`src/verilog/xmem_cfg_pkg.sv`:
```
package xmem_cfg_pkg;

  // grid is NUM_PORTS x NUM_PORTS banks
  localparam int NUM_PORTS  = 2;
  localparam int WORD_WIDTH = 32;
  localparam int NUM_ROWS   = 64;
  // power of two
  localparam int NUM_WORDS  = 4;

  // bank read latency, then slack before write-back
  localparam int SRAM_DELAY = 2;
  localparam int UPD_DELAY  = 2;

  localparam int ROW_BITS   = $clog2(NUM_ROWS);
  localparam int WORD_BITS  = $clog2(NUM_WORDS);
  localparam int ADDR_BITS  = ROW_BITS + WORD_BITS;
  // issue to commit
  localparam int PIPE_DEPTH = SRAM_DELAY + UPD_DELAY;

endpackage

```
`src/verilog/xmem_read_merge.sv`:
```
`timescale 1ns/1ps

module xmem_read_merge #(
  parameter int NUM_PORTS  = xmem_cfg_pkg::NUM_PORTS,
  parameter int NUM_WORDS  = xmem_cfg_pkg::NUM_WORDS,
  parameter int WORD_WIDTH = xmem_cfg_pkg::WORD_WIDTH,
  parameter int WORD_BITS  = xmem_cfg_pkg::WORD_BITS
) (
  input  logic                                 rs_vld,
  input  logic [WORD_BITS-1:0]                 rs_word,
  input  logic [NUM_WORDS-1:0][WORD_WIDTH-1:0] col_rows [NUM_PORTS],
  output logic                                 rd_vld,
  output logic [WORD_WIDTH-1:0]                rd_data
);

  logic [NUM_WORDS-1:0][WORD_WIDTH-1:0] merged;

  // logical row is the xor down the column
  always_comb begin
    merged = '0;
    for (int r = 0; r < NUM_PORTS; r++)
      merged = merged ^ col_rows[r];
  end

  assign rd_vld  = rs_vld;
  assign rd_data = merged[rs_word];

endmodule

```
`config.mk`:
```
export PLATFORM = sky130hd
export DESIGN_NAME = xmem_read_merge
export DESIGN_NICKNAME = d
export VERILOG_FILES = /design/src/verilog/xmem_cfg_pkg.sv /design/src/verilog/xmem_read_merge.sv
export SDC_FILE = /design/constraint.sdc
export NUM_CORES = 1
export LEC_CHECK = 0
export BUFFER_PORTS_ARGS = -buffer_cell sky130_fd_sc_hd__buf_2
export CORE_AREA = 2 2 113 115
export DETAILED_ROUTE_END_ITERATION = 16
export DIE_AREA = 0 0 115 117
export GPL_TIMING_DRIVEN = 1
export PLACE_DENSITY = 0.59
export SYNTH_ARGS = -nofsm -noshare
export SYNTH_HDL_FRONTEND = slang
export SYNTH_SLANG_ARGS = --single-unit
export TNS_END_PERCENT = 20
```
`constraint.sdc`:
```
create_clock -name vclk -period 0.94
set_input_delay 0.141 -clock vclk [all_inputs]
set_output_delay 0.141 -clock vclk [all_outputs]
set_load 0.02 [all_outputs]
```
==> results.json <==
{
  "tightest_slew_ns": 0.280,
  "p_leak_nw": 2.00,
  "pin_count": 292,
  "synthDistinctLibCells": 7,
  "power_density_nw_per_um2": 574,
  "arrival_ns": 1.12,
  "fmaxAchievable_mhz": 794,
  "wl_met3_um": 780,
  "die_area_um2": 13500,
  "grt_pass1_wl_um": 10400,
  "rsz0062_at_grt": "yes",
  "wl_met1_um": 2750,
  "maxSlewHeadroom": 0.812,
  "fp.dieH_um": 117,
  "gr-total-overflow": 0,
  "layout_commonest_cell": "buf_2",
  "place_area_um2": 3600,
  "die_w_um": 115,
  "crit_path_end_kind": "output port",
  "finalHoldViolations": 0,
  "cp-start-kind": "primary input",
  "seq_cell_count": 0,
  "yosys_warnings": 0,
  "synthCells": 168,
  "antenna_cells": 0,
  "drc": 0,
  "floorplan.initialDensity": 0.158,
  "synthesis.area_um2": 1940,
  "avgSynthCellArea_um2": 11.6,
  "grt_util_all_layers": 0.0996,
  "syn_to_final_growth_pct": 92.1,
  "grt_antenna_before_repair": 0,
  "totalWireLength_um": 7930,
  "vias": 2380,
  "setup_slack_ns": -0.320,
  "rows": 41,
  "fillCellCount": 1307,
  "portBuffers": 290,
  "final_cell_area_um2": 3730,
  "multi_input_area_um2": 1840,
  "first_pass_iters": 4,
  "status": "complete, but fails checks",
  "drt_iter0_drc": 27,
  "coreArea_um2": 12300,
  "hpwl_um": 7180,
  "grt_max_degree": 20,
  "layout_common_cells": "276 x buf_2, 128 x xor2_1, 32 x mux4_2",
  "placed_cells": 608,
  "violations": "negative setup slack",
  "gp_congestion": 0.758,
  "hp-class": "primary input to output port",
  "nNetsFinal": 721,
  "ant_nets": 0,
  "grt_pass1_vias": 2302,
  "crit_fanout": 1,
  "seqCellArea_um2": 0,
  "wl_per_cell_um": 13.0,
  "dr_wl_met2_um": 4380,
  "vdd_ir_drop_max_mv": 0.179,
  "final_cells": 610,
  "slew_viol_final": 0,
  "drive_gt1_frac": 0.722,
  "path_class": "primary input to output port",
  "vias_per_cell": 3.90,
  "fin_crit_sh": 1.34,
  "setup_viol": 32,
  "syn_nets": 427,
  "yosysSeqAreaShare": 0,
  "timing.final.crit_period_ns": 1.26,
  "worst_ep_required_time_ns": 0.80,
  "highest_layer": "met4",
  "cap_violations": 0,
  "nClkBuffers": 0
}
==> path summary, 6_finish.rpt <==
check / from / endpoint / slack, ns / cells after the start
hold / removal: rs_vld / rd_vld / 0.28 / 0
setup / recovery: col_rows[96] / rd_data[0] / -0.32 / 4
==> cell usage after synthesis <==
cell type,count,area [um2]
xor2_1,128,1120
mux4_2,30,676
buf_12,3,60.1
buf_2,3,15.0
mux4_1,2,52.6
buf_4,1,7.51
buf_6,1,11.3
==> per-stage QoR <==
stage	setup TNS, ns	util	hold WS [ns]	power, mW	setup WS, ns
floorplan	-4.55	-	0.395	1.06	-0.145
global placement	-13.48	0.292	0.282	2.00	-0.495
detailed placement	-13.76	0.292	0.282	2.02	-0.487
CTS	-12.21	0.300	0.282	2.14	-0.417
global route	-9.99	0.303	0.282	2.32	-0.336
finish	-8.83	0.303	0.282	2.14	-0.320
==> layout make-up <==
type | count | share of cell area
multi-input cells | 160 | 0.493
well taps | 150 | 0.0503
repair buffers | 300 | 0.456
==> where the power goes <==
group          total (mW)  leakage, nW  internal (mW)  switching (mW)
clock network           0            0              0               0
registers               0            0              0               0
logic                2.14         2.00           1.21           0.935
==> metal layers <==
| layer | up-vias | GRT usage |
|---|---|---|
| met2 | 155 | 0.218 |
| met1 | 1044 | 0.104 |
| met5 | - | 0 |
| li1 | 1179 | - |
| met4 | 0 | 0.00241 |
| met3 | 2 | 0.0144 |
==> worst max-delay path, cell delays in order <==
cell and delay [ns]:
buf_6 0.09, xor2_1 0.16, mux4_2 0.55, buf_6 0.17
==> repair_timing <==
| action | CTS | global route |
|---|---|---|
| endpoints found under the setup margin | 32 | 32 |
| gates cloned | 1 | 0 |
| setup buffers | 1 | 1 |
| hold endpoints to repair | 0 | 0 |
| hold buffers | 0 | 0 |
| pin swaps | 0 | 1 |
| gates resized for setup | 23 | 11 |
==> cell families (layout without fill, tap and decap cells) <==
family                    count (synthesis)  after routing  share of synthesized area
xor gates and xnor gates                128            128                      0.577
buffers and inverters                     8            300                     0.0483
muxes                                    32             32                      0.375
Power figures use the tool's default switching activity.
