===== src/verilog/xmem_cfg_pkg.sv =====
package xmem_cfg_pkg;

  // grid is NUM_PORTS x NUM_PORTS banks
  localparam int NUM_PORTS  = 2;
  localparam int WORD_WIDTH = 32;
  localparam int NUM_ROWS   = 64;
  // power of two
  localparam int NUM_WORDS  = 4;

  // bank read latency, then slack before write-back
  localparam int SRAM_DELAY = 2;
  localparam int UPD_DELAY  = 2;

  localparam int ROW_BITS   = $clog2(NUM_ROWS);
  localparam int WORD_BITS  = $clog2(NUM_WORDS);
  localparam int ADDR_BITS  = ROW_BITS + WORD_BITS;
  // issue to commit
  localparam int PIPE_DEPTH = SRAM_DELAY + UPD_DELAY;

endpackage


===== src/verilog/xmem_op_pkg.sv =====
package xmem_op_pkg;

  // request kind carried down the port pipeline
  typedef enum logic [1:0] {
    OP_IDLE  = 2'd0,
    OP_READ  = 2'd1,
    OP_WRITE = 2'd2
  } xmem_op_e;

  // reset sweep sequencing
  typedef enum logic [1:0] {
    ST_SWEEP = 2'd0,
    ST_DRAIN = 2'd1,
    ST_READY = 2'd2
  } init_state_e;

endpackage


===== src/verilog/xmem_init_ctrl.sv =====
`timescale 1ns/1ps

module xmem_init_ctrl #(
  parameter int NUM_ROWS   = xmem_cfg_pkg::NUM_ROWS,
  parameter int ROW_BITS   = xmem_cfg_pkg::ROW_BITS,
  parameter int PIPE_DEPTH = xmem_cfg_pkg::PIPE_DEPTH
) (
  input  logic                clk,
  input  logic                rst,
  output logic                ready,
  output logic                init_we,
  output logic [ROW_BITS-1:0] init_row
);
  import xmem_op_pkg::*;

  localparam int DRAIN_BITS = $clog2(PIPE_DEPTH + 1);
  localparam logic [ROW_BITS-1:0]   ROW_LAST   = ROW_BITS'(NUM_ROWS - 1);
  localparam logic [DRAIN_BITS-1:0] DRAIN_LAST = DRAIN_BITS'(PIPE_DEPTH - 1);

  init_state_e           state;
  logic [ROW_BITS-1:0]   row_cnt;
  logic [DRAIN_BITS-1:0] drain_cnt;

  always_ff @(posedge clk) begin
    if (rst) begin
      state     <= ST_SWEEP;
      row_cnt   <= '0;
      drain_cnt <= '0;
    end else begin
      case (state)
        ST_SWEEP: begin
          row_cnt <= row_cnt + 1'b1;
          if (row_cnt == ROW_LAST)
            state <= ST_DRAIN;
        end
        ST_DRAIN: begin
          drain_cnt <= drain_cnt + 1'b1;
          if (drain_cnt == DRAIN_LAST)
            state <= ST_READY;
        end
        default: state <= ST_READY;
      endcase
    end
  end

  assign init_we  = (state == ST_SWEEP);
  assign init_row = row_cnt;
  assign ready    = (state == ST_READY);

  // ready follows the last zero write after the pipelines drain
  assert property (@(posedge clk) disable iff (rst)
    $rose(ready) |-> $past(init_we, PIPE_DEPTH + 1));

endmodule


===== config.mk =====
export PLATFORM = sky130hd
export DESIGN_NAME = xmem_init_ctrl
export DESIGN_NICKNAME = d
export VERILOG_FILES = /design/src/verilog/xmem_cfg_pkg.sv /design/src/verilog/xmem_op_pkg.sv /design/src/verilog/xmem_init_ctrl.sv
export SDC_FILE = /design/constraint.sdc
export NUM_CORES = 1
export LEC_CHECK = 0
export BUFFER_PORTS_ARGS = -buffer_cell sky130_fd_sc_hd__buf_2
export CORE_AREA = 2 2 39 41
export DETAILED_ROUTE_END_ITERATION = 7
export DIE_AREA = 0 0 41 43
export SETUP_SLACK_MARGIN = 0.15
export SYNTH_ARGS = -nofsm -noshare
export SYNTH_HDL_FRONTEND = slang
export SYNTH_SLANG_ARGS = --single-unit

===== constraint.sdc =====
create_clock -name clk -period 2.15 [get_ports clk]
set_input_delay 0.3225 -clock clk [delete_from_list [all_inputs] [get_ports clk]]
set_output_delay 0.3225 -clock clk [all_outputs]
set_load 0.005 [all_outputs]

==> flow_metrics.py <==
metrics = {
    "route": {
        "drc_errors": 0,
        "wl_per_cell_um": 10.8,
        "drtIter0Drc": 4,
        "via_count": 394,
        "dr.pass1.iters": 4,
        "vias_per_cell": 4.93,
        "totalWireLength_um": 864,
        "final_antenna_net_count": 0,
    },
    "floorplanning": {
        "dieArea_um2": 1760,
        "die_x_um": 41,
        "initial_core_util_pct": 36.4,
        "boundaryPins": 10,
        "dieHeight_um": 43,
        "core_area_um2": 1380,
        "num_rows": 14,
    },
    "yosys": {
        "async_flop_share_pct": 0,
        "synth_area_um2": 504,
        "ys_ff_latch": 11,
        "yosys-top-cells-count": "dfxtp_1, nor2_1, a21oi_1",
        "synth_cells": 54,
        "yosysSeqAreaShare_pct": 43.7,
        "synth_top_area_share_pct": 43.7,
        "yosysMostFrequentCell": "dfxtp_1",
        "synth_edf_count": 0,
        "synthFlopType": "dfxtp_1",
        "yosys.area.top_type": "dfxtp_1",
        "synth_cell_types": 22,
        "yosysWarningCount": 0,
        "synth_nets": 59,
        "avgSynthCellArea_um2": 9.34,
        "synthTopCellsByArea": "dfxtp_1, ha_1, nor2_1",
    },
    "sta": {
        "maxSlewViolCount": 0,
        "hold_viol": 0,
        "relSlewSlack_pct": 78.9,
        "setup_tns_ns": 0,
        "fin_crit_sh_pct": 65.2,
        "rsz0062_at_grt": "no",
        "setup_violations": 0,
        "fin_skew_ns": 0.00522,
        "period_needed_ns": 1.40,
        "worst_pin_slew_ns": 0.313,
        "fmax_ghz": 0.714,
    },
    "global_routing": {
        "first_global_vias": 346,
        "grt_pass1_wl_um": 1440,
        "grt_max_degree": 14,
        "grt-ovfl-total": 0,
        "grt_usage_pct": 12.8,
        "antenna_found_initial": 0,
    },
    "critical_path": {
        "r2r_start": "init_row[0]",
        "cp.required_ns": 2.32,
        "cp-startpoint": "init_row[0]",
        "worstPathArrival_ns": 1.57,
        "crit_type": "register to register",
        "cp_max_fo": 4,
        "start_kind": "register",
        "endpoint_kind": "register",
    },
    "clock_network": {
        "cts_made_buffers": 3,
        "postCtsHoldBufs": 0,
        "postCtsSetupRepairBufs": 0,
        "cts_sinks": 11,
        "cts_tree": "yes",
        "root_buffer": "clkbuf_4",
        "cts_max_level": 1,
        "clkLatencyLatePin_ns": 0.27,
        "clock_path_buffers": 2,
        "cts_resized": 0,
        "clk_pin_slew_ns": 0.07,
    },
    "placed_design": {
        "port_buffers": 9,
        "routabilityCongestion": 0.676,
        "dp_hpwl_um": 623,
    },
    "cells_and_area": {
        "seq_area_um2": 220,
        "multi_input_area_um2": 259,
        "drive_above_1_share_pct": 23.4,
        "area_growth_pct": 13.9,
        "antenna_cells": 0,
        "final_nets": 70,
        "nFillCells": 149,
    },
    "status": {
        "outcome": "finished clean",
    },
    "hold_path": {
        "worstHoldStart": "rst",
        "worstHoldPathType": "primary input to register",
    },
    "job": {
        "drv_cap": 0,
    },
    "power": {
        "p_leak_nw": 0.252,
        "power_density_nw_per_um2": 660,
        "totalPowerFinal_w": 0.000379,
        "vdd_drop_max_mv": 0.445,
    },
}
## report_power, final
group,internal (W),switching [W]
Combinational,0.0000102,0.0000108
Clock,0.0000718,0.0000722
Sequential,0.000209,0.00000531
Total,0.000291,0.0000884
## critical path, stage by stage, from the launching register on
cell and delay, ns:
dfxtp_1 0.40, ha_1 0.16, nor3b_2 0.22, and3_1 0.20
mux2_2 0.32
## cells by family (layout without fill, tap and decap cells)
kind of cell | count (synthesis) | count (layout) | share of synthesized area (%)
buffers and inverters | 4 | 14 | 4.96
XOR/XNOR | 3 | 3 | 5.21
AO/OA/AOI/OAI | 7 | 7 | 7.94
adder cells (fa/ha/maj) | 3 | 3 | 7.44
flip-flops | 11 | 11 | 43.7
multiplexers | 3 | 3 | 6.45
AND/OR/NAND/NOR | 23 | 23 | 24.3
## registers in the layout (all words and copies together), names as in the netlist
name and count:
init_row 6, drain_cnt 3, state 2
## layout by cell type (no fill, tap or decap)
master / instances
dfxtp_1: 11
nor2_1: 9
buf_2: 9
a21oi_1: 4
nor2b_1: 3
xnor2_1: 3
ha_1: 3
clkbuf_4: 3
nand3_1: 2
nand2_1: 2
mux2_2: 2
and3_1: 2
inv_1: 1
nor4_1: 1
and2b_1: 1
a211oi_1: 1
nand2b_1: 1
nor3b_2: 1
o31ai_1: 1
or4_1: 1
o21ai_0: 1
mux2i_1: 1
clkbuf_1: 1
## metrics by stage
| stage | utilization (%) | std cells | worst slack (ns) | hold slack, ns | area [um^2] |
|---|---|---|---|---|---|
| floorplan | - | 54 | 0.809 | 0.465 | 504 |
| global placement | 39.6 | 76 | 0.783 | 0.482 | 548 |
| detailed placement | 39.6 | 76 | 0.745 | 0.491 | 548 |
| CTS | 41.5 | 80 | 0.731 | 0.371 | 574 |
| global route | 41.5 | 80 | 0.614 | 0.366 | 574 |
| finish | 41.5 | 80 | 0.749 | 0.372 | 574 |
## path summary, 6_finish.rpt
| kind | end | slack [ns] | cells past startpoint |
|---|---|---|---|
| max | init_row[4] | 0.75 | 4 |
| min | init_row[2] | 0.37 | 2 |
| max reg2reg | init_row[4] | 0.75 | 4 |
| min reg2reg | drain_cnt[2] | 0.50 | 2 |
## metal layers
metal  wire, um  global-route usage [%]
met3         47                    7.85
met2        423                    18.8
met4          0                    6.00
met5          0                       0
met1        393                    14.0
## layout make-up
| class | count | share of cell area (%) |
|---|---|---|
| sequential | 11 | 38.3 |
| clock buffer | 4 | 4.58 |
| inverter | 1 | 0.654 |
| multi-input combinational | 39 | 45.1 |
| timing repair buffer | 9 | 7.84 |
| tap | 16 | 3.49 |
No activity file was read; power rests on OpenSTA's default activity.
