File: config.mk
export PLATFORM = sky130hd
export DESIGN_NAME = xmem_fwd_pipe
export DESIGN_NICKNAME = d
export VERILOG_FILES = /design/src/verilog/xmem_cfg_pkg.sv /design/src/verilog/xmem_fwd_pipe.sv
export SDC_FILE = /design/constraint.sdc
export NUM_CORES = 1
export LEC_CHECK = 0
export BUFFER_PORTS_ARGS = -buffer_cell sky130_fd_sc_hd__buf_2
export CAP_MARGIN = 20
export CORE_MARGIN = 8
export CORE_UTILIZATION = 53
export CTS_CLUSTER_SIZE = 16
export DETAILED_ROUTE_END_ITERATION = 16
export GPL_TIMING_DRIVEN = 0
export PLACE_DENSITY = 0.77
export SETUP_SLACK_MARGIN = 0.05
export SLEW_MARGIN = 20
export SYNTH_ARGS = -nofsm -noshare
export SYNTH_HDL_FRONTEND = slang
export SYNTH_SLANG_ARGS = --single-unit
File: constraint.sdc
create_clock -name clk -period 2.5 [get_ports clk]
set_input_delay 0.25 -clock clk [delete_from_list [all_inputs] [get_ports clk]]
set_output_delay 0.25 -clock clk [all_outputs]
set_load 0.005 [all_outputs]
File: src/verilog/xmem_cfg_pkg.sv
package xmem_cfg_pkg;

  // grid is NUM_PORTS x NUM_PORTS banks
  localparam int NUM_PORTS  = 2;
  localparam int WORD_WIDTH = 32;
  localparam int NUM_ROWS   = 64;
  // power of two
  localparam int NUM_WORDS  = 4;

  // bank read latency, then slack before write-back
  localparam int SRAM_DELAY = 2;
  localparam int UPD_DELAY  = 2;

  localparam int ROW_BITS   = $clog2(NUM_ROWS);
  localparam int WORD_BITS  = $clog2(NUM_WORDS);
  localparam int ADDR_BITS  = ROW_BITS + WORD_BITS;
  // issue to commit
  localparam int PIPE_DEPTH = SRAM_DELAY + UPD_DELAY;

endpackage

File: src/verilog/xmem_fwd_pipe.sv
`timescale 1ns/1ps

module xmem_fwd_pipe #(
  parameter int ROW_BITS   = xmem_cfg_pkg::ROW_BITS,
  parameter int NUM_WORDS  = xmem_cfg_pkg::NUM_WORDS,
  parameter int WORD_WIDTH = xmem_cfg_pkg::WORD_WIDTH,
  parameter int SRAM_DELAY = xmem_cfg_pkg::SRAM_DELAY,
  parameter int PIPE_DEPTH = xmem_cfg_pkg::PIPE_DEPTH
) (
  input  logic                                 clk,
  input  logic                                 rst,
  input  logic                                 iss_rd,
  input  logic [ROW_BITS-1:0]                  iss_row,
  input  logic                                 bk_we,
  input  logic [ROW_BITS-1:0]                  bk_row,
  input  logic [NUM_WORDS-1:0][WORD_WIDTH-1:0] bk_din,
  input  logic [NUM_WORDS-1:0][WORD_WIDTH-1:0] bk_dout,
  output logic [NUM_WORDS-1:0][WORD_WIDTH-1:0] rs_row,
  output logic [NUM_WORDS-1:0][WORD_WIDTH-1:0] cm_row_data,
  output logic                                 rs_fwd
);

  logic                                 req_q   [PIPE_DEPTH];
  logic [ROW_BITS-1:0]                  row_q   [PIPE_DEPTH];
  logic                                 vld_q   [PIPE_DEPTH];
  logic [NUM_WORDS-1:0][WORD_WIDTH-1:0] dat_q   [PIPE_DEPTH];
  // what each stage loads from, slot 0 is the issue cycle
  logic                                 src_req [PIPE_DEPTH];
  logic [ROW_BITS-1:0]                  src_row [PIPE_DEPTH];
  logic                                 src_vld [PIPE_DEPTH];
  logic [NUM_WORDS-1:0][WORD_WIDTH-1:0] src_dat [PIPE_DEPTH];
  logic [PIPE_DEPTH-1:0]                hit;

  assign src_req[0] = iss_rd;
  assign src_row[0] = iss_row;
  assign src_vld[0] = 1'b0;
  assign src_dat[0] = '0;

  for (genvar k = 1; k < PIPE_DEPTH; k++) begin : g_src
    assign src_req[k] = req_q[k-1];
    assign src_row[k] = row_q[k-1];
    assign src_vld[k] = vld_q[k-1];
    assign src_dat[k] = dat_q[k-1];
  end

  for (genvar k = 0; k < PIPE_DEPTH; k++) begin : g_hit
    assign hit[k] = bk_we && src_req[k] && (bk_row == src_row[k]);
  end

  always_ff @(posedge clk) begin
    if (rst) begin
      for (int k = 0; k < PIPE_DEPTH; k++) begin
        req_q[k] <= 1'b0;
        vld_q[k] <= 1'b0;
      end
    end else begin
      for (int k = 0; k < PIPE_DEPTH; k++) begin
        req_q[k] <= src_req[k];
        vld_q[k] <= hit[k] || src_vld[k] || (k == SRAM_DELAY);
      end
    end
  end

  // newest bank write first, bank output only if nothing was caught
  always_ff @(posedge clk) begin
    for (int k = 0; k < PIPE_DEPTH; k++) begin
      row_q[k] <= src_row[k];
      if (hit[k])
        dat_q[k] <= bk_din;
      else if ((k == SRAM_DELAY) && !src_vld[k])
        dat_q[k] <= bk_dout;
      else
        dat_q[k] <= src_dat[k];
    end
  end

  assign rs_fwd      = vld_q[SRAM_DELAY-1];
  assign rs_row      = rs_fwd ? dat_q[SRAM_DELAY-1] : bk_dout;
  assign cm_row_data = vld_q[PIPE_DEPTH-1] ? dat_q[PIPE_DEPTH-1] : bk_dout;

endmodule

==> metrics.cfg <==
[outcome]
status = complete, no violations

[floorplanning]
start_util_pct = 53.9
row_count = 72
die_w_um = 214
pin_count = 529
die_h_um = 214
core-area_um2 = 38700
die_area_um2 = 46000

[timing]
period_needed_ps = 2370
hold_viol_final = 0
slew_viol_final = 0
setup_ws_ps = 132
min_period_over_period_pct = 94.7
slew_headroom_pct = 64.0
tightest_slew_ps = 540
clock_skew_ps = 14.8
max_freq_mhz = 422
rsz0062_at_grt = yes
setup_viol = 0

[yosys]
syn_inst = 1435
yosysTopAreaCell = dfxtp_1
synth.yosys.warnings = 0
yosysSeqAreaShare_pct = 57.7
synth_top_cell_area_share_pct = 39.2
syn_area_per_cell_um2 = 14.5
syn-cell-area_um2 = 20900
synth_area_leaders = dfxtp_1 39%, mux2_2 23%, edfxtp_1 18%
ys_seq_elements = 537
ys_types = 21

[place]
port_buffers = 528
dp_hpwl_um = 42700
dp_cells = 2608
globalplace.congestion = 0.840
placed_cell_area_um2 = 24600
pre_cts_ws_ps = -207

[clock_network]
cts_buffers = 52
ctsHtreeMaxLevel = 2
cts_sinks = 537
cts.path.max_buffers = 3
path_clk_slew_ps = 60
root_buffer = clkbuf_16
clkLatencyLatePin_ps = 580
cts_tree = yes

[route]
first_iter_violations = 650
vias = 14300
drc = 0
wl_per_cell_um = 20.7
routed_wl_um = 58800
first_pass_iters = 4
viasPerCell = 5.00
final_antenna_net_count = 0

[layout]
fill_cells = 2653
num-nets-final = 2552
design_area_um2 = 27900
layout.cells.non_filler = 2848
drive_above_1_share_pct = 47.7
syn2layout_area_growth_pct = 33.7

[global_route]
grt_pass1_vias = 15700
grt_pass1_wl_um = 90900
grt_max_degree = 16
antenna_found_initial = 16
grt-ovfl-total = 0
grt_use_total_pct = 24.9

[worst_setup_path]
startpoint_type = register
cp.arrival_ps = 2120
cp_max_fo = 10
cp.required_ps = 2250
crit_type = reg -> out
crit_path_end_kind = primary output

[power_and_ir_drop]
peakVddDrop_v = 0.000604
p_per_area_nw_per_um2 = 681
power.leakage_nw = 12.3

[worst_hold_path]
min_path_type = in -> reg

[flow_run]
maxCapViolations = 0

[critical path, cell delays in order, from the launching register on]
cell	delay (ps)
dfxtp_1	330
clkbuf_4	330
clkbuf_2	360
mux2_2	380
buf_2	130
[stage by stage]
stage	hold WS [ps]	setup TNS (ps)	util, %	power [mW]
4_1_cts	97.4	0	71.9	19.1
3_3_place_gp	352	-28770	63.6	10.8
3_5_place_dp	355	-28140	63.6	10.9
2_1_floorplan	278	0	-	10.1
5_1_grt	123	0	72.0	19.6
6_report	139	0	72.0	19.0
[power breakdown]
part / total, mW / switching [mW] / internal [mW] / leakage [nW]
logic: 1.62 / 0.731 / 0.894 / 6.77
clock network: 8.11 / 3.26 / 4.85 / 0.897
registers: 9.27 / 0.0763 / 9.19 / 4.60
[registers in the layout (all words and copies together), names as in the netlist]
register and flops:
dat_q 512, req_q 3, row_q 18, vld_q 4
[final cells by class]
class,count,area [um^2],share of cell area (%)
clock inverters,16,180,0.646
clock buffers,79,1620,5.79
inverters,3,11.3,0.0404
multi-input cells,938,8800,31.5
repair buffers,664,4000,14.4
plain buffers,84,581,2.08
diodes,9,22.5,0.0807
well taps,518,648,2.32
flip-flops and latches,537,12000,43.1
[cells in the mapped netlist]
cell type / count
a21oi_1: 2
and2_1: 129
buf_1: 4
buf_2: 20
buf_4: 2
buf_6: 20
clkbuf_1: 37
clkbuf_2: 1
conb_1: 1
dfxtp_1: 409
edfxtp_1: 128
inv_1: 3
mux2_1: 218
mux2_2: 422
nand2_1: 3
nand3_1: 2
nand4_1: 3
nor2b_1: 3
nor4_1: 4
xnor2_1: 13
xor2_1: 11
[metal layers]
layer | share of wire [%] | GRT usage [%] | vias up
met5 | 0.13 | 0 | -
met4 | 3.8 | 10.0 | 12
met3 | 6.1 | 6.16 | 128
met2 | 50 | 44.7 | 435
met1 | 40 | 28.1 | 6976
li1 | - | - | 6702
[path summary, 6_finish.rpt]
check              start               to  slack (ps)  depth (start not counted)
min reg2reg  row_q[0][2]      row_q[1][2]         360                          0
max             vld_q[3]  cm_row_data[86]         130                          4
min          bk_dout[60]     dat_q[2][60]         140                          3
max reg2reg  row_q[1][4]     dat_q[2][30]         340                          6
[timing repair]
| action | CTS | global route |
|---|---|---|
| setup buffers | 0 | 0 |
| hold buffers | 136 | 0 |
| hold endpoints to repair | 484 | 0 |
| setup endpoints to repair | 340 | 95 |
| gates resized for setup | 39 | 18 |
[kinds of logic after synthesis]
| kind of cell | Yosys count | synth area share (%) |
|---|---|---|
| AOI/OAI and AO/OA | 2 | 0.0480 |
| DFF | 537 | 57.7 |
| other | 1 | 0.0180 |
| xor gates and xnor gates | 24 | 1.01 |
| muxes | 640 | 34.5 |
| and+or+nand+nor | 144 | 4.27 |
| buffers and inverters | 87 | 2.45 |
[cell usage in the layout (no fill, tap or decap)]
cell and instances:
a21oi_1 2, nor2b_1 3, edfxtp_1 128, nand3_1 2
nand4_1 3, xor2_1 11, clkinv_2 8, clkbuf_1 20
xnor2_1 13, clkbuf_4 17, diode_2 9, nor4_1 4
conb_1 128, clkbuf_2 7, clkinv_1 2, clkbuf_16 54
buf_4 3, dlygate4sd3_1 136, mux2_1 218, buf_6 20
mux2_2 422, inv_1 3, clkbuf_8 17, buf_2 553
nand2_1 3, inv_4 2, bufinv_16 4, and2_1 129
dfxtp_1 409
Power figures use the tool's default switching activity.
