`src/verilog/xmem_cfg_pkg.sv`:
```
package xmem_cfg_pkg;

  // grid is NUM_PORTS x NUM_PORTS banks
  localparam int NUM_PORTS  = 2;
  localparam int WORD_WIDTH = 32;
  localparam int NUM_ROWS   = 64;
  // power of two
  localparam int NUM_WORDS  = 4;

  // bank read latency, then slack before write-back
  localparam int SRAM_DELAY = 2;
  localparam int UPD_DELAY  = 2;

  localparam int ROW_BITS   = $clog2(NUM_ROWS);
  localparam int WORD_BITS  = $clog2(NUM_WORDS);
  localparam int ADDR_BITS  = ROW_BITS + WORD_BITS;
  // issue to commit
  localparam int PIPE_DEPTH = SRAM_DELAY + UPD_DELAY;

endpackage

```
`src/verilog/xmem_op_pkg.sv`:
```
package xmem_op_pkg;

  // request kind carried down the port pipeline
  typedef enum logic [1:0] {
    OP_IDLE  = 2'd0,
    OP_READ  = 2'd1,
    OP_WRITE = 2'd2
  } xmem_op_e;

  // reset sweep sequencing
  typedef enum logic [1:0] {
    ST_SWEEP = 2'd0,
    ST_DRAIN = 2'd1,
    ST_READY = 2'd2
  } init_state_e;

endpackage

```
`src/verilog/xmem_port_pipe.sv`:
```
`timescale 1ns/1ps

module xmem_port_pipe #(
  parameter int ADDR_BITS  = xmem_cfg_pkg::ADDR_BITS,
  parameter int ROW_BITS   = xmem_cfg_pkg::ROW_BITS,
  parameter int WORD_BITS  = xmem_cfg_pkg::WORD_BITS,
  parameter int WORD_WIDTH = xmem_cfg_pkg::WORD_WIDTH,
  parameter int SRAM_DELAY = xmem_cfg_pkg::SRAM_DELAY,
  parameter int PIPE_DEPTH = xmem_cfg_pkg::PIPE_DEPTH
) (
  input  logic                   clk,
  input  logic                   rst,
  input  logic                   ready,
  input  logic                   vread,
  input  logic                   vwrite,
  input  logic [ADDR_BITS-1:0]   vaddr,
  input  logic [WORD_WIDTH-1:0]  vdin,
  output logic                   iss_rd,
  output logic [ROW_BITS-1:0]    iss_row,
  output logic                   rs_vld,
  output logic [WORD_BITS-1:0]   rs_word,
  output xmem_op_pkg::xmem_op_e  cm_op,
  output logic [ROW_BITS-1:0]    cm_row,
  output logic [WORD_BITS-1:0]   cm_word,
  output logic [WORD_WIDTH-1:0]  cm_data
);
  import xmem_op_pkg::*;

  xmem_op_e              iss_op;
  xmem_op_e              op_q   [PIPE_DEPTH];
  logic [ROW_BITS-1:0]   row_q  [PIPE_DEPTH];
  logic [WORD_BITS-1:0]  word_q [PIPE_DEPTH];
  logic [WORD_WIDTH-1:0] data_q [PIPE_DEPTH];

  // nothing is taken before the sweep is done
  always_comb begin
    iss_op = OP_IDLE;
    if (ready && vwrite)
      iss_op = OP_WRITE;
    else if (ready && vread)
      iss_op = OP_READ;
  end

  // writes read the row too, for the update
  assign iss_rd  = (iss_op != OP_IDLE);
  assign iss_row = vaddr[ADDR_BITS-1:WORD_BITS];

  always_ff @(posedge clk) begin
    if (rst) begin
      for (int k = 0; k < PIPE_DEPTH; k++)
        op_q[k] <= OP_IDLE;
    end else begin
      op_q[0] <= iss_op;
      for (int k = 1; k < PIPE_DEPTH; k++)
        op_q[k] <= op_q[k-1];
    end
  end

  always_ff @(posedge clk) begin
    row_q[0]  <= iss_row;
    word_q[0] <= vaddr[WORD_BITS-1:0];
    data_q[0] <= vdin;
    for (int k = 1; k < PIPE_DEPTH; k++) begin
      row_q[k]  <= row_q[k-1];
      word_q[k] <= word_q[k-1];
      data_q[k] <= data_q[k-1];
    end
  end

  assign rs_vld  = (op_q[SRAM_DELAY-1] == OP_READ);
  assign rs_word = word_q[SRAM_DELAY-1];
  assign cm_op   = op_q[PIPE_DEPTH-1];
  assign cm_row  = row_q[PIPE_DEPTH-1];
  assign cm_word = word_q[PIPE_DEPTH-1];
  assign cm_data = data_q[PIPE_DEPTH-1];

  assert property (@(posedge clk) disable iff (rst) !(vread && vwrite));
  assert property (@(posedge clk) disable iff (rst)
    (ready && vwrite) |-> ##PIPE_DEPTH (cm_op == OP_WRITE));

endmodule

```
`config.mk`:
```
export PLATFORM = sky130hd
export DESIGN_NAME = xmem_port_pipe
export DESIGN_NICKNAME = d
export VERILOG_FILES = /design/src/verilog/xmem_cfg_pkg.sv /design/src/verilog/xmem_op_pkg.sv /design/src/verilog/xmem_port_pipe.sv
export SDC_FILE = /design/constraint.sdc
export NUM_CORES = 1
export LEC_CHECK = 0
export BUFFER_PORTS_ARGS = -buffer_cell sky130_fd_sc_hd__buf_2
export CORE_MARGIN = 2
export CORE_UTILIZATION = 52
export CTS_CLUSTER_SIZE = 16
export DETAILED_ROUTE_END_ITERATION = 6
export GPL_TIMING_DRIVEN = 0
export MAX_ROUTING_LAYER = met4
export PLACE_DENSITY = 0.82
export SLEW_MARGIN = 20
export SYNTH_ARGS = -nofsm -noshare
export SYNTH_HDL_FRONTEND = slang
export SYNTH_SLANG_ARGS = --single-unit
```
`constraint.sdc`:
```
create_clock -name clk -period 2 [get_ports clk]
set_clock_uncertainty 0.1 [all_clocks]
set_input_delay 0.4 -clock clk [delete_from_list [all_inputs] [get_ports clk]]
set_output_delay 0.4 -clock clk [all_outputs]
set_load 0.01 [all_outputs]
```
==> reports/qor.yml <==
synthSimpleGateAreaFrac_pct: 2.32
sequentialPowerShare_pct: 49.2
grt_pass1_vias: 1864
synth_fa_ha_area_share_pct: 0
synth_flop_cell: "dfxtp_1"
ys_top_cells_by_area: "dfxtp_1, buf_4, and2b_2"
fin_nets: 386
synth_seq_cells: 168
setup-violations-final: 0
remaining_drc_errors: 0
dp.cells: 359
worst_slew_pin_slew_ns: 0.272
start_kind: "input port"
cts.sinks: 168
drive_gt1_share_pct: 40.2
core_sq_um: 6460
pwr-share-clk_pct: 48.0
ir_drop_mv: 1.01
synth-compound-area-share_pct: 0.214
dpl_cell_area_sq_um: 4090
root_buffer: "clkbuf_8"
p_comb_share_pct: 2.9
cp_slowest_cell: "dlygate4sd3_1"
layoutNonFillerInstCount: 430
p_int_mw: 5.91
synth-xor-area-share_pct: 0
syn_area_sq_um: 3510
io_buffers: 96
fmax_mhz: 543
crit_type: "input port to output pin"
num_antenna_cells: 0
hold_viol_final: 0
finalSetupTns_ns: 0
period_share_pct: 92.0
min_period_ns: 1.84
wirelength_mm: 5.48
end_kind: "output pin"
synth_top_area_share_pct: 95.8
initial_core_util_pct: 54.4
cp_num_buf_inv: 4
finalMaxSlewViolations: 0
wire_per_inst_um: 12.8
postCtsSetupBuffers: 0
critPathRequiredTime_ns: 1.50
design_area_sq_um: 5140
area_growth_pct: 46.3
synth_top_family_by_area: "simple AND/OR/NAND/NOR gates"
fill_cells: 356
path_clk_slew_ns: 0.06
cap_violations: 0
ys_types: 7
firstDrtPassIters: 4
cpMostUsedCell: "buf_2"
synth_edf_count: 0
rows: 29
ys_warn_count: 0
grt_first_pass_wirelength_mm: 8.45
postRouteAntennaNets: 0
synth-seq-area-share_pct: 95.8
synth_cells: 186
slew_headroom_pct: 81.8
syn_nets: 231
muxShareOfSynthArea_pct: 0
synth.most_common_cell: "dfxtp_1"
crit_path_max_fanout: 2
antenna_found_initial: 0
grt-ovfl-total: 0
die_height_um: 86.2
synth_top_cell_by_area: "dfxtp_1"
dieArea_sq_um: 7430
switching_share_pct: 18.4
first_iter_violations: 37
cts.repair.resized: 0
avgSynthCellArea_sq_um: 18.9
synth_commonest_cells: "dfxtp_1, buf_4, and2b_2"
slowest_delay_ns: 0.54
fp.dieW_um: 86.2
outcome: "finished, final reports clean"
clk_latency_ns: 0.50
ctsLongestPathBuffers: 2
leakage_nw: 2.37
gp_congestion: 0.630
p_sw_mw: 1.33
vias: 1747
grt_setup_unrepaired: "no"
worstPathArrival_ns: 1.34
htree_levels: 4
ys_async_sr_fraction_pct: 0
vias_per_cell: 4.06
grt_max_degree: 17
cts_tree: "built"
p_per_area_nw_per_um2: 1410
ios: 97
critPathTopFamily: "buffers and inverters"
cts_buffers: 17
track_usage_pct: 16.3
crit_chain: "dlygate4sd3_1, buf_2, buf_4, buf_2"
hp-class: "input port to flip-flop"
[through the flow]
step | power, mW | util [%] | setup WS (ns) | hold WS [ns]
3_5_place_dp | 3.77 | 63.3 | 0.684 | 0.212
2_1_floorplan | 3.67 | - | 0.904 | 0.210
6_report | 7.24 | 79.5 | 0.160 | 0.104
5_1_grt | 7.48 | 79.5 | 0.135 | 0.0960
4_1_cts | 7.30 | 79.5 | 0.181 | 0.0861
3_3_place_gp | 3.76 | 63.3 | 0.699 | 0.210
[worst paths after layout]
kind	from	endpoint	slack [ns]	depth (start not counted)
setup / recovery	vaddr[6]	iss_row[4]	0.16	4
hold / removal	ready	op_q[0][1]$_SDFF_PP0_	0.10	2
setup reg to reg	op_q[0][2]$_SDFF_PP0_	op_q[0][4]$_SDFF_PP0_	1.32	1
hold reg to reg	data_q[2][17]$_DFF_P_	data_q[3][17]$_DFF_P_	0.22	0
[power groups by stage]
| stage | logic (mW) | registers (mW) | clock network (mW) |
|---|---|---|---|
| final | 0.208 | 3.56 | 3.47 |
| after global routing | 0.223 | 3.58 | 3.68 |
| after CTS | 0.205 | 3.56 | 3.53 |
| after detailed placement | 0.143 | 3.63 | 0 |
| after global placement | 0.138 | 3.62 | 0 |
| after floorplan | 0.0197 | 3.65 | 0 |
[layout by cell type (no fill, tap or decap), drive strengths merged]
| cell | instances |
|---|---|
| buf | 104 |
| clkinvlp | 1 |
| nor2b | 1 |
| and3b | 1 |
| clkbuf | 21 |
| dfxtp | 168 |
| inv | 3 |
| o21a | 1 |
| clkinv | 1 |
| bufinv | 5 |
| dlygate4sd3 | 40 |
| and2b | 6 |
| and4bb | 1 |
[routing by layer]
metal  part of all wire, %  global-route usage, %
met3                   5.8                   6.57
met5                     0                      -
met2                    54                   29.5
met4                   1.1                   6.39
met1                    39                   15.4
[cell families after synthesis]
| family | count (synthesis) |
|---|---|
| DFF | 168 |
| AOI/OAI and AO/OA | 1 |
| buffers and inverters | 8 |
| and+or+nand+nor | 9 |
[cell type report]
type | count | area, sq um | share of cell area, %
timing repair buffer | 136 | 881 | 17.1
tap | 77 | 96.3 | 1.88
sequential | 168 | 3360 | 65.5
buffer | 8 | 60.1 | 1.17
multi-input combinational | 10 | 88.8 | 1.73
clock buffer | 21 | 459 | 8.94
clock inverter | 10 | 189 | 3.68
[flip-flops by register name, summed over array words and instances, names as in the netlist]
name / flops
data_q: 128
row_q: 24
op_q: 8
word_q: 8
[repair_timing]
item,CTS,global route
hold buffers,40,0
endpoints found under the hold margin,40,0
setup endpoints to repair,0,0
Note: power is estimated with default switching activity, not from simulation.
