==> config.mk <==
export PLATFORM = sky130hd
export DESIGN_NAME = xmem_write_encode
export DESIGN_NICKNAME = d
export VERILOG_FILES = /design/src/verilog/xmem_cfg_pkg.sv /design/src/verilog/xmem_op_pkg.sv /design/src/verilog/xmem_write_encode.sv
export SDC_FILE = /design/constraint.sdc
export NUM_CORES = 1
export LEC_CHECK = 0
export ABC_CLOCK_PERIOD_IN_PS = 2009
export BUFFER_PORTS_ARGS = -buffer_cell sky130_fd_sc_hd__buf_2
export CORE_AREA = 3 3 176 178
export DETAILED_ROUTE_END_ITERATION = 8
export DIE_AREA = 0 0 179 181
export GPL_ROUTABILITY_DRIVEN = 0
export PLACE_DENSITY_LB_ADDON = 0.3
export SYNTH_ARGS = -nofsm -noshare
export SYNTH_HDL_FRONTEND = slang
export SYNTH_SLANG_ARGS = --single-unit
==> constraint.sdc <==
create_clock -name vclk -period 2.01
set_input_delay 0.201 -clock vclk [all_inputs]
set_output_delay 0.201 -clock vclk [all_outputs]
set_load 0.01 [all_outputs]
==> src/verilog/xmem_cfg_pkg.sv <==
package xmem_cfg_pkg;

  // grid is NUM_PORTS x NUM_PORTS banks
  localparam int NUM_PORTS  = 2;
  localparam int WORD_WIDTH = 32;
  localparam int NUM_ROWS   = 64;
  // power of two
  localparam int NUM_WORDS  = 4;

  // bank read latency, then slack before write-back
  localparam int SRAM_DELAY = 2;
  localparam int UPD_DELAY  = 2;

  localparam int ROW_BITS   = $clog2(NUM_ROWS);
  localparam int WORD_BITS  = $clog2(NUM_WORDS);
  localparam int ADDR_BITS  = ROW_BITS + WORD_BITS;
  // issue to commit
  localparam int PIPE_DEPTH = SRAM_DELAY + UPD_DELAY;

endpackage

==> src/verilog/xmem_op_pkg.sv <==
package xmem_op_pkg;

  // request kind carried down the port pipeline
  typedef enum logic [1:0] {
    OP_IDLE  = 2'd0,
    OP_READ  = 2'd1,
    OP_WRITE = 2'd2
  } xmem_op_e;

  // reset sweep sequencing
  typedef enum logic [1:0] {
    ST_SWEEP = 2'd0,
    ST_DRAIN = 2'd1,
    ST_READY = 2'd2
  } init_state_e;

endpackage

==> src/verilog/xmem_write_encode.sv <==
`timescale 1ns/1ps

module xmem_write_encode #(
  parameter int NUM_PORTS  = xmem_cfg_pkg::NUM_PORTS,
  parameter int PORT_IDX   = 0,
  parameter int ROW_BITS   = xmem_cfg_pkg::ROW_BITS,
  parameter int WORD_BITS  = xmem_cfg_pkg::WORD_BITS,
  parameter int NUM_WORDS  = xmem_cfg_pkg::NUM_WORDS,
  parameter int WORD_WIDTH = xmem_cfg_pkg::WORD_WIDTH
) (
  input  logic                                 init_we,
  input  logic [ROW_BITS-1:0]                  init_row,
  input  xmem_op_pkg::xmem_op_e                cm_op,
  input  logic [ROW_BITS-1:0]                  cm_row,
  input  logic [WORD_BITS-1:0]                 cm_word,
  input  logic [WORD_WIDTH-1:0]                cm_data,
  input  xmem_op_pkg::xmem_op_e                oth_op   [NUM_PORTS],
  input  logic [ROW_BITS-1:0]                  oth_row  [NUM_PORTS],
  input  logic [WORD_BITS-1:0]                 oth_word [NUM_PORTS],
  input  logic [NUM_WORDS-1:0][WORD_WIDTH-1:0] col_rows [NUM_PORTS],
  output logic                                 bk_we,
  output logic [ROW_BITS-1:0]                  bk_row,
  output logic [NUM_WORDS-1:0][WORD_WIDTH-1:0] bk_din
);
  import xmem_op_pkg::*;

  logic                                 win;
  logic [WORD_WIDTH-1:0]                new_word;
  logic [NUM_WORDS-1:0][WORD_WIDTH-1:0] enc_row;

  // higher port index owns a same-word collision
  always_comb begin
    win = (cm_op == OP_WRITE);
    for (int q = PORT_IDX + 1; q < NUM_PORTS; q++) begin
      if ((oth_op[q] == OP_WRITE) && (oth_row[q] == cm_row) && (oth_word[q] == cm_word))
        win = 1'b0;
    end
  end

  // cancel the other grid rows so the column xor gives cm_data
  always_comb begin
    new_word = cm_data;
    for (int r = 0; r < NUM_PORTS; r++) begin
      if (r != PORT_IDX)
        new_word = new_word ^ col_rows[r][cm_word];
    end
    enc_row          = col_rows[PORT_IDX];
    enc_row[cm_word] = new_word;
  end

  always_comb begin
    if (init_we) begin
      bk_we  = 1'b1;
      bk_row = init_row;
      bk_din = '0;
    end else begin
      bk_we  = win;
      bk_row = cm_row;
      bk_din = enc_row;
    end
  end

  // requests are held off until ready, so no commit overlaps the sweep
  always_comb begin
    assert final (!(init_we && (cm_op == OP_WRITE)))
      else $error("write commit during reset sweep on port %0d", PORT_IDX);
  end

endmodule

==> results of run 1 <==
layer usage:
metal	vias to the layer above	wire, um
met4	0	332
met3	14	1700
met1	2121	7160
met5	-	0
li1	2451	-
met2	279	9860
final cells by class:
type                            count  area [um2]  share of cell area, %
Tap cell                          390         488                   8.09
Timing Repair Buffer              471        2480                   41.1
Inverter                            1        3.75                 0.0623
Multi-Input combinational cell    407        3060                   50.7
report_power, final:
group          switching, mW  internal, mW  total [mW]
Sequential                 0             0           0
Combinational          0.760         0.706        1.47
Clock                      0             0           0
Total                  0.760         0.706        1.47
cell usage in the layout, fill, tap and decap left out, drive strengths merged:
master	n
xor2	8
a31oi	1
a211oi	128
a21oi	1
nor2	129
inv	1
nor3	1
mux2	6
nor4b	1
nor2b	2
xnor2	128
nor4	1
buf	471
and2	1
worst max-delay path by stage:
stage	start	endpoint	slack, ns
floorplan	init_we	bk_din[64]	0.72
global placement	cm_word[0]	bk_din[62]	0.26
detailed placement	cm_word[0]	bk_din[62]	0.25
CTS	cm_word[0]	bk_din[62]	0.24
global route	cm_word[0]	bk_din[62]	0.17
finish	cm_word[0]	bk_din[62]	0.26
metrics by stage:
stage / cells / hold slack (ns)
floorplan: 482 / 0.553
global placement: 1269 / 0.712
detailed placement: 1269 / 0.715
CTS: 1269 / 0.716
global route: 1269 / 0.738
finish: 1269 / 0.714
worst max-delay path: cells and delay by family:
family / cells / cell delay [ns]
AOI/OAI and AO/OA: 1 / 0.28
and+or+nand+nor: 2 / 0.30
buffers and inverters: 3 / 0.74
kinds of logic (layout without fill, tap and decap cells):
family	after synthesis	after routing
buffers and inverters	75	472
XOR/XNOR	136	136
AO/OA/AOI/OAI	130	130
multiplexers	6	6
AND/OR/NAND/NOR	135	135
==> results.ini, run 1 <==
[timing]
clock.fmax_ghz = 0.571
finalWorstSetupSlack_ns = 0.258
fin_crit_ns = 1.75
slew_violations = 0
final-setup-viol-count = 0
setup_tns_ns = 0
relSlewSlack_pct = 68.4
tightestPinTransition_ns = 0.471
rsz0062_at_grt = false
finalCritPeriodShare_pct = 87.1
hold_viol = 0

[synthesis]
syn_nets = 807
synth_top_family_by_area = compound AO/OA/AOI/OAI gates
yosysTopAreaCellShare_pct = 32.7
synth-compound-area-share_pct = 36.5
netlist_instances = 482
yosysTopAreaCell = xnor2_1
synthTopCellsByArea = xnor2_1 (33%), a211oi_2 (20%), a211oi_1 (16%)
synth-xor-area-share_pct = 34.7
synth_adder_area_share_pct = 0
synthSimpleGateAreaFrac_pct = 15.5
syn_area_um2 = 3430
synthDistinctLibCells = 20
synthTopCellsByCount = nor2_1 (128), xnor2_1 (128), a211oi_1 (72)
seq_area_frac_synth_pct = 0
syn_avg_cell_area_um2 = 7.12
synth_mux_area_share_pct = 1.97
yosys_warnings = 0

[floorplanning]
coreArea_um2 = 29600
dieArea_um2 = 32400
die_h_um = 181
initial_core_util_pct = 11.6
rows = 63
die_w_um = 179
ios = 460

[final_layout]
fin_nets = 1206
antennaDiodeCount = 0
fin_area_um2 = 6030
nClkBuffers = 0
drive_gt1_share_pct = 61.1
final-seq-area_um2 = 0
flops_and_latches = 0
post-route-util_pct = 20.4
syn_to_final_growth_pct = 75.6
fill_cells = 3447

[worst_setup_path]
cp-end-kind = output pin
required_ns = 1.81
critical_path.max_fanout = 26
path_common_cell = buf_2
crit_slowest_cell = buf_4
worstPathCellList = buf_2, nor2b_4, buf_4, nor2_1, a211oi_2, buf_2
slowest_delay_ns = 0.36
cp-start-kind = input pin
worstPathArrival_ns = 1.55
path_class = in2out

[drt]
drt-total-wl_um = 19100
drt_first_pass_iters = 4
drc = 0
ant_nets = 0
drt_first_iter_violations = 123
wl_per_cell_um = 15.0
viasPerCell = 3.83
vias = 4865

[global_route]
top_usage_layer = met2
gr-usage-met3_pct = 1.07
grt_use_total_pct = 10.5
grt_use_met2_pct = 20.6
overflow = 0
met1_usage_pct = 12.1
grt_pass1_vias = 4748
grt_max_degree = 45
grt_pass1_wl_um = 26700
antenna_found_initial = 0

[placement]
port_buffers = 450
postPlaceCellArea_um2 = 6030
pre_cts_slack_ns = 0.247
hpwl_um = 16700

[worst_hold_path]
holdPathEnd = bk_row[4]
hp-class = in2out
whs_path_depth = 3
min_from = init_row[4]

[clocking]
cts_resized = 0
post_cts_buffers = 0
hold_buffers = 0

[run]
maxCapViolCount = 0

[status]
status = completed

[pwr]
power_density_nw_per_um2 = 243
finalPower_mw = 1.47
ir_drop_uv = 96.8
leakage_nw = 2.78

Note: power is estimated with default switching activity, not from simulation.
==> run 2, diff against run 1 <==
--- a/config.mk
+++ b/config.mk
@@ -8,7 +8,7 @@
 export ABC_CLOCK_PERIOD_IN_PS = 2009
 export BUFFER_PORTS_ARGS = -buffer_cell sky130_fd_sc_hd__buf_2
-export CORE_AREA = 3 3 176 178
+export CORE_AREA = 2 2 180 182
 export DETAILED_ROUTE_END_ITERATION = 8
-export DIE_AREA = 0 0 179 181
+export DIE_AREA = 0 0 182 184
 export GPL_ROUTABILITY_DRIVEN = 0
 export PLACE_DENSITY_LB_ADDON = 0.3
==> constraint.sdc (replaced) <==
create_clock -name vclk -period 2.01
set_input_delay 0.1005 -clock vclk [all_inputs]
set_output_delay 0.1005 -clock vclk [all_outputs]
set_load 0.01 [all_outputs]
==> results.ini, run 2 (same netlist as run 1, synthesis figures left out) <==
[final_layout]
fin_area_um2 = 6020
final_common_cell = buf_2
drive_gt1_share_pct = 60.8
layout_common_cells = buf_2 (449), xnor2_1 (128), nor2_1 (128)
syn_to_final_growth_pct = 75.3
flops_and_latches = 0
fill_cells = 3618
fin_nets = 1199
multi_input_area_um2 = 3060
final-seq-area_um2 = 0
nClkBuffers = 0
post-route-util_pct = 19.2

[pwr]
p_comb_share_pct = 100.0
seqPwrFrac_pct = 0
finalPower_mw = 1.46
p_sw_share_pct = 51.9
power_density_nw_per_um2 = 243
clock_power_share_pct = 0
internal_power_mw = 0.702
netSwitchingPower_mw = 0.758
leakage_nw = 2.76
ir_drop_uv = 82.3

[floorplanning]
ios = 460
initial_core_util_pct = 10.9
rows = 65
dieArea_um2 = 33500
die_w_um = 182
die_h_um = 184
coreArea_um2 = 31400

[drt]
drc = 0
vias = 4894
drt-total-wl_um = 18600
viasPerCell = 3.84
wl_per_cell_um = 14.6
drt_first_iter_violations = 101
drt_first_pass_iters = 6
ant_nets = 0

[timing]
finalWorstSetupSlack_ns = 0.520
hold_viol = 0
finalCritPeriodShare_pct = 74.1
rsz0062_at_grt = false
relSlewSlack_pct = 61.9
tightestPinTransition_ns = 0.571
setup_tns_ns = 0
slew_violations = 0
final-setup-viol-count = 0
fin_crit_ns = 1.49
clock.fmax_ghz = 0.671

[global_route]
antenna_found_initial = 1
overflow = 0
grt_max_degree = 57
grt_use_total_pct = 9.96
grt_pass1_wl_um = 26300
grt_pass1_vias = 4846

[worst_setup_path]
cp-end-kind = output pin
worstPathArrival_ns = 1.39
cp-startpoint = cm_word[1]
slowest_delay_ns = 0.37
worstPathCellList = buf_2, nor2b_4, buf_4, nor2_1, a211oi_2, buf_2
cp-start-kind = input pin
path_common_cell = buf_2
required_ns = 1.91
path_class = in2out
crit_slowest_cell = buf_4
critical_path.max_fanout = 27

[run]
maxCapViolCount = 0

[clocking]
cts_resized = 0
hold_buffers = 0
post_cts_buffers = 0

[status]
status = completed

[placement]
hpwl_um = 16000
pre_cts_slack_ns = 0.516
port_buffers = 450
postPlaceCellArea_um2 = 6020

[worst_hold_path]
hp-class = in2out
min_from = init_row[0]

run 2: power groups by stage:
stage                     sequential [mW]  combinational [mW]    clock [mW]
after floorplan                         0               0.808             0
final                                   0                1.46  0.0000000665
after global placement                  0                1.47             0
after detailed placement                0                1.47             0
after global routing                    0                1.59  0.0000000665
after CTS                               0                1.48             0
run 2: final cells by class:
| class | count | share of cell area (%) |
|---|---|---|
| diodes | 1 | 0.0416 |
| inverters | 1 | 0.0624 |
| multi-input cells | 407 | 50.8 |
| well taps | 402 | 8.36 |
| repair buffers | 464 | 40.7 |
run 2: worst paths after layout:
kind | cells past startpoint | endpoint
min | 3 | bk_row[0]
max | 6 | bk_din[89]
run 2: stage by stage:
| step | cells | hold WS, ns |
|---|---|---|
| global placement | 1274 | 0.511 |
| CTS | 1274 | 0.515 |
| finish | 1275 | 0.515 |
| global route | 1275 | 0.525 |
| floorplan | 482 | 0.352 |
| detailed placement | 1274 | 0.513 |
run 2: worst max-delay path, delay by kind of cell:
kind | cells | cell delay [ns]
buffers and inverters | 3 | 0.74
and+or+nand+nor | 2 | 0.30
AOI/OAI and AO/OA | 1 | 0.22
run 2: metal layers:
metal	part of all wire, %	vias to the layer above	wire, um	track usage (%)
met2	51	261	9580	19.6
met3	6.8	26	1270	1.45
met1	38	2178	7110	10.8
li1	-	2429	-	-
met4	3.5	0	661	3.35
met5	0	-	0	0
==> run 3, diff against run 2 <==
Settings changed: ABC_CLOCK_PERIOD_IN_PS 2009 to 1380, CORE_AREA 2 2 180 182 to 2 2 177 179, DIE_AREA 0 0 182 184 to 0 0 179 181.
Clock period 2.01 ns to 1.38 ns, I/O delays scaled along.
==> results.ini, run 3 (same netlist as run 1, synthesis figures left out) <==
[pwr]
p_sw_share_pct = 50.5
p_comb_share_pct = 100.0
internal_power_mw = 1.13
leakage_nw = 3.00
finalPower_mw = 2.29
netSwitchingPower_mw = 1.15
power_density_nw_per_um2 = 356
ir_drop_uv = 161
clock_power_share_pct = 0
seqPwrFrac_pct = 0

[worst_setup_path]
path_class = in2out
crit_slowest_cell = a211oi_2
worstPathCellList = buf_2, nor2b_4, buf_4, clkbuf_16, buf_4, a211oi_2, buf_2
required_ns = 1.31
critical_path.max_fanout = 14
cp-end-kind = output pin
cp-start-kind = input pin
worstPathArrival_ns = 1.29
slowest_delay_ns = 0.23

[placement]
hpwl_um = 17100
port_buffers = 450

[drt]
drt_first_pass_iters = 4
wl_per_cell_um = 15.6
ant_nets = 0
vias = 5103
viasPerCell = 3.90
drt-total-wl_um = 20500
drt_first_iter_violations = 133
drc = 0

[floorplanning]
die_h_um = 181
dieArea_um2 = 32400
coreArea_um2 = 30300
rows = 64
die_w_um = 179
ios = 460
initial_core_util_pct = 11.3

[run]
maxCapViolCount = 0

[final_layout]
flops_and_latches = 0
nClkBuffers = 0
drive_gt1_share_pct = 62.7
final_common_cell = buf_2
layout_common_cells = buf_2 (448), xnor2_1 (128), nor2_1 (128)
syn_to_final_growth_pct = 87.1
post-route-util_pct = 21.2
antennaDiodeCount = 0
fin_nets = 1239
final-seq-area_um2 = 0

[timing]
fin_crit_ns = 1.36
final-setup-viol-count = 0
clock.fmax_ghz = 0.734
setup_tns_ns = 0
hold_viol = 0
slew_violations = 0
relSlewSlack_pct = 70.5
tightestPinTransition_ns = 0.443
finalCritPeriodShare_pct = 98.7

[clocking]
hold_buffers = 0

[global_route]
grt_max_degree = 41
antenna_found_initial = 0
overflow = 0
grt_use_total_pct = 10.5
grt_pass1_wl_um = 26600
grt_pass1_vias = 4925

[status]
status = completed

[worst_hold_path]
hp-class = in2out

run 3: per-layer routing:
layer | up-vias | global-route usage (%) | part of all wire (%)
met4 | 0 | 1.30 | 1.1
met5 | - | 0 | 0
met1 | 2288 | 11.4 | 38
met3 | 10 | 1.14 | 8.2
li1 | 2518 | - | -
met2 | 287 | 21.8 | 53
run 3: worst paths after layout:
path | from | slack, ns | end | cells after the start
max | cm_word[1] | 0.02 | bk_din[70] | 7
min | init_row[2] | 0.45 | bk_row[2] | 3
run 3: cell type report:
type / count / area (um2)
fillers: 3497 / 23900
inverters: 1 / 3.75
repair buffers: 504 / 2860
multi-input cells: 407 / 3070
well taps: 396 / 495
run 3: power by group through the flow:
stage / sequential (mW) / combinational, mW / clock, mW
6_report: 0 / 2.29 / 0
4_1_cts: 0 / 2.27 / 0
2_1_floorplan: 0 / 1.18 / 0
3_3_place_gp: 0 / 2.24 / 0
5_1_grt: 0 / 2.48 / 0
3_5_place_dp: 0 / 2.25 / 0
run 3: worst max-delay path, delay by kind of cell:
family / cells / cell delay (ns)
simple gates: 1 / 0.15
buf+inv: 5 / 0.81
compound gates: 1 / 0.23
run 3: stage by stage:
stage	instances	area, um2	hold slack [ns]	worst slack [ns]
global route	1308	6420	0.479	-0.000747
detailed placement	1301	6310	0.455	-0.00954
CTS	1301	6310	0.456	0.0274
finish	1308	6420	0.454	0.0185
floorplan	482	3430	0.289	0.353
global placement	1301	6310	0.451	0.0175
run 3: timing repair:
| action | 4_1_cts | 5_1_grt |
|---|---|---|
| setup endpoints to repair | 1 | 9 |
| gates resized for setup | 1 | 3 |
| setup buffers | 0 | 4 |
| pin swaps | 0 | 1 |
| cloned | 0 | 3 |
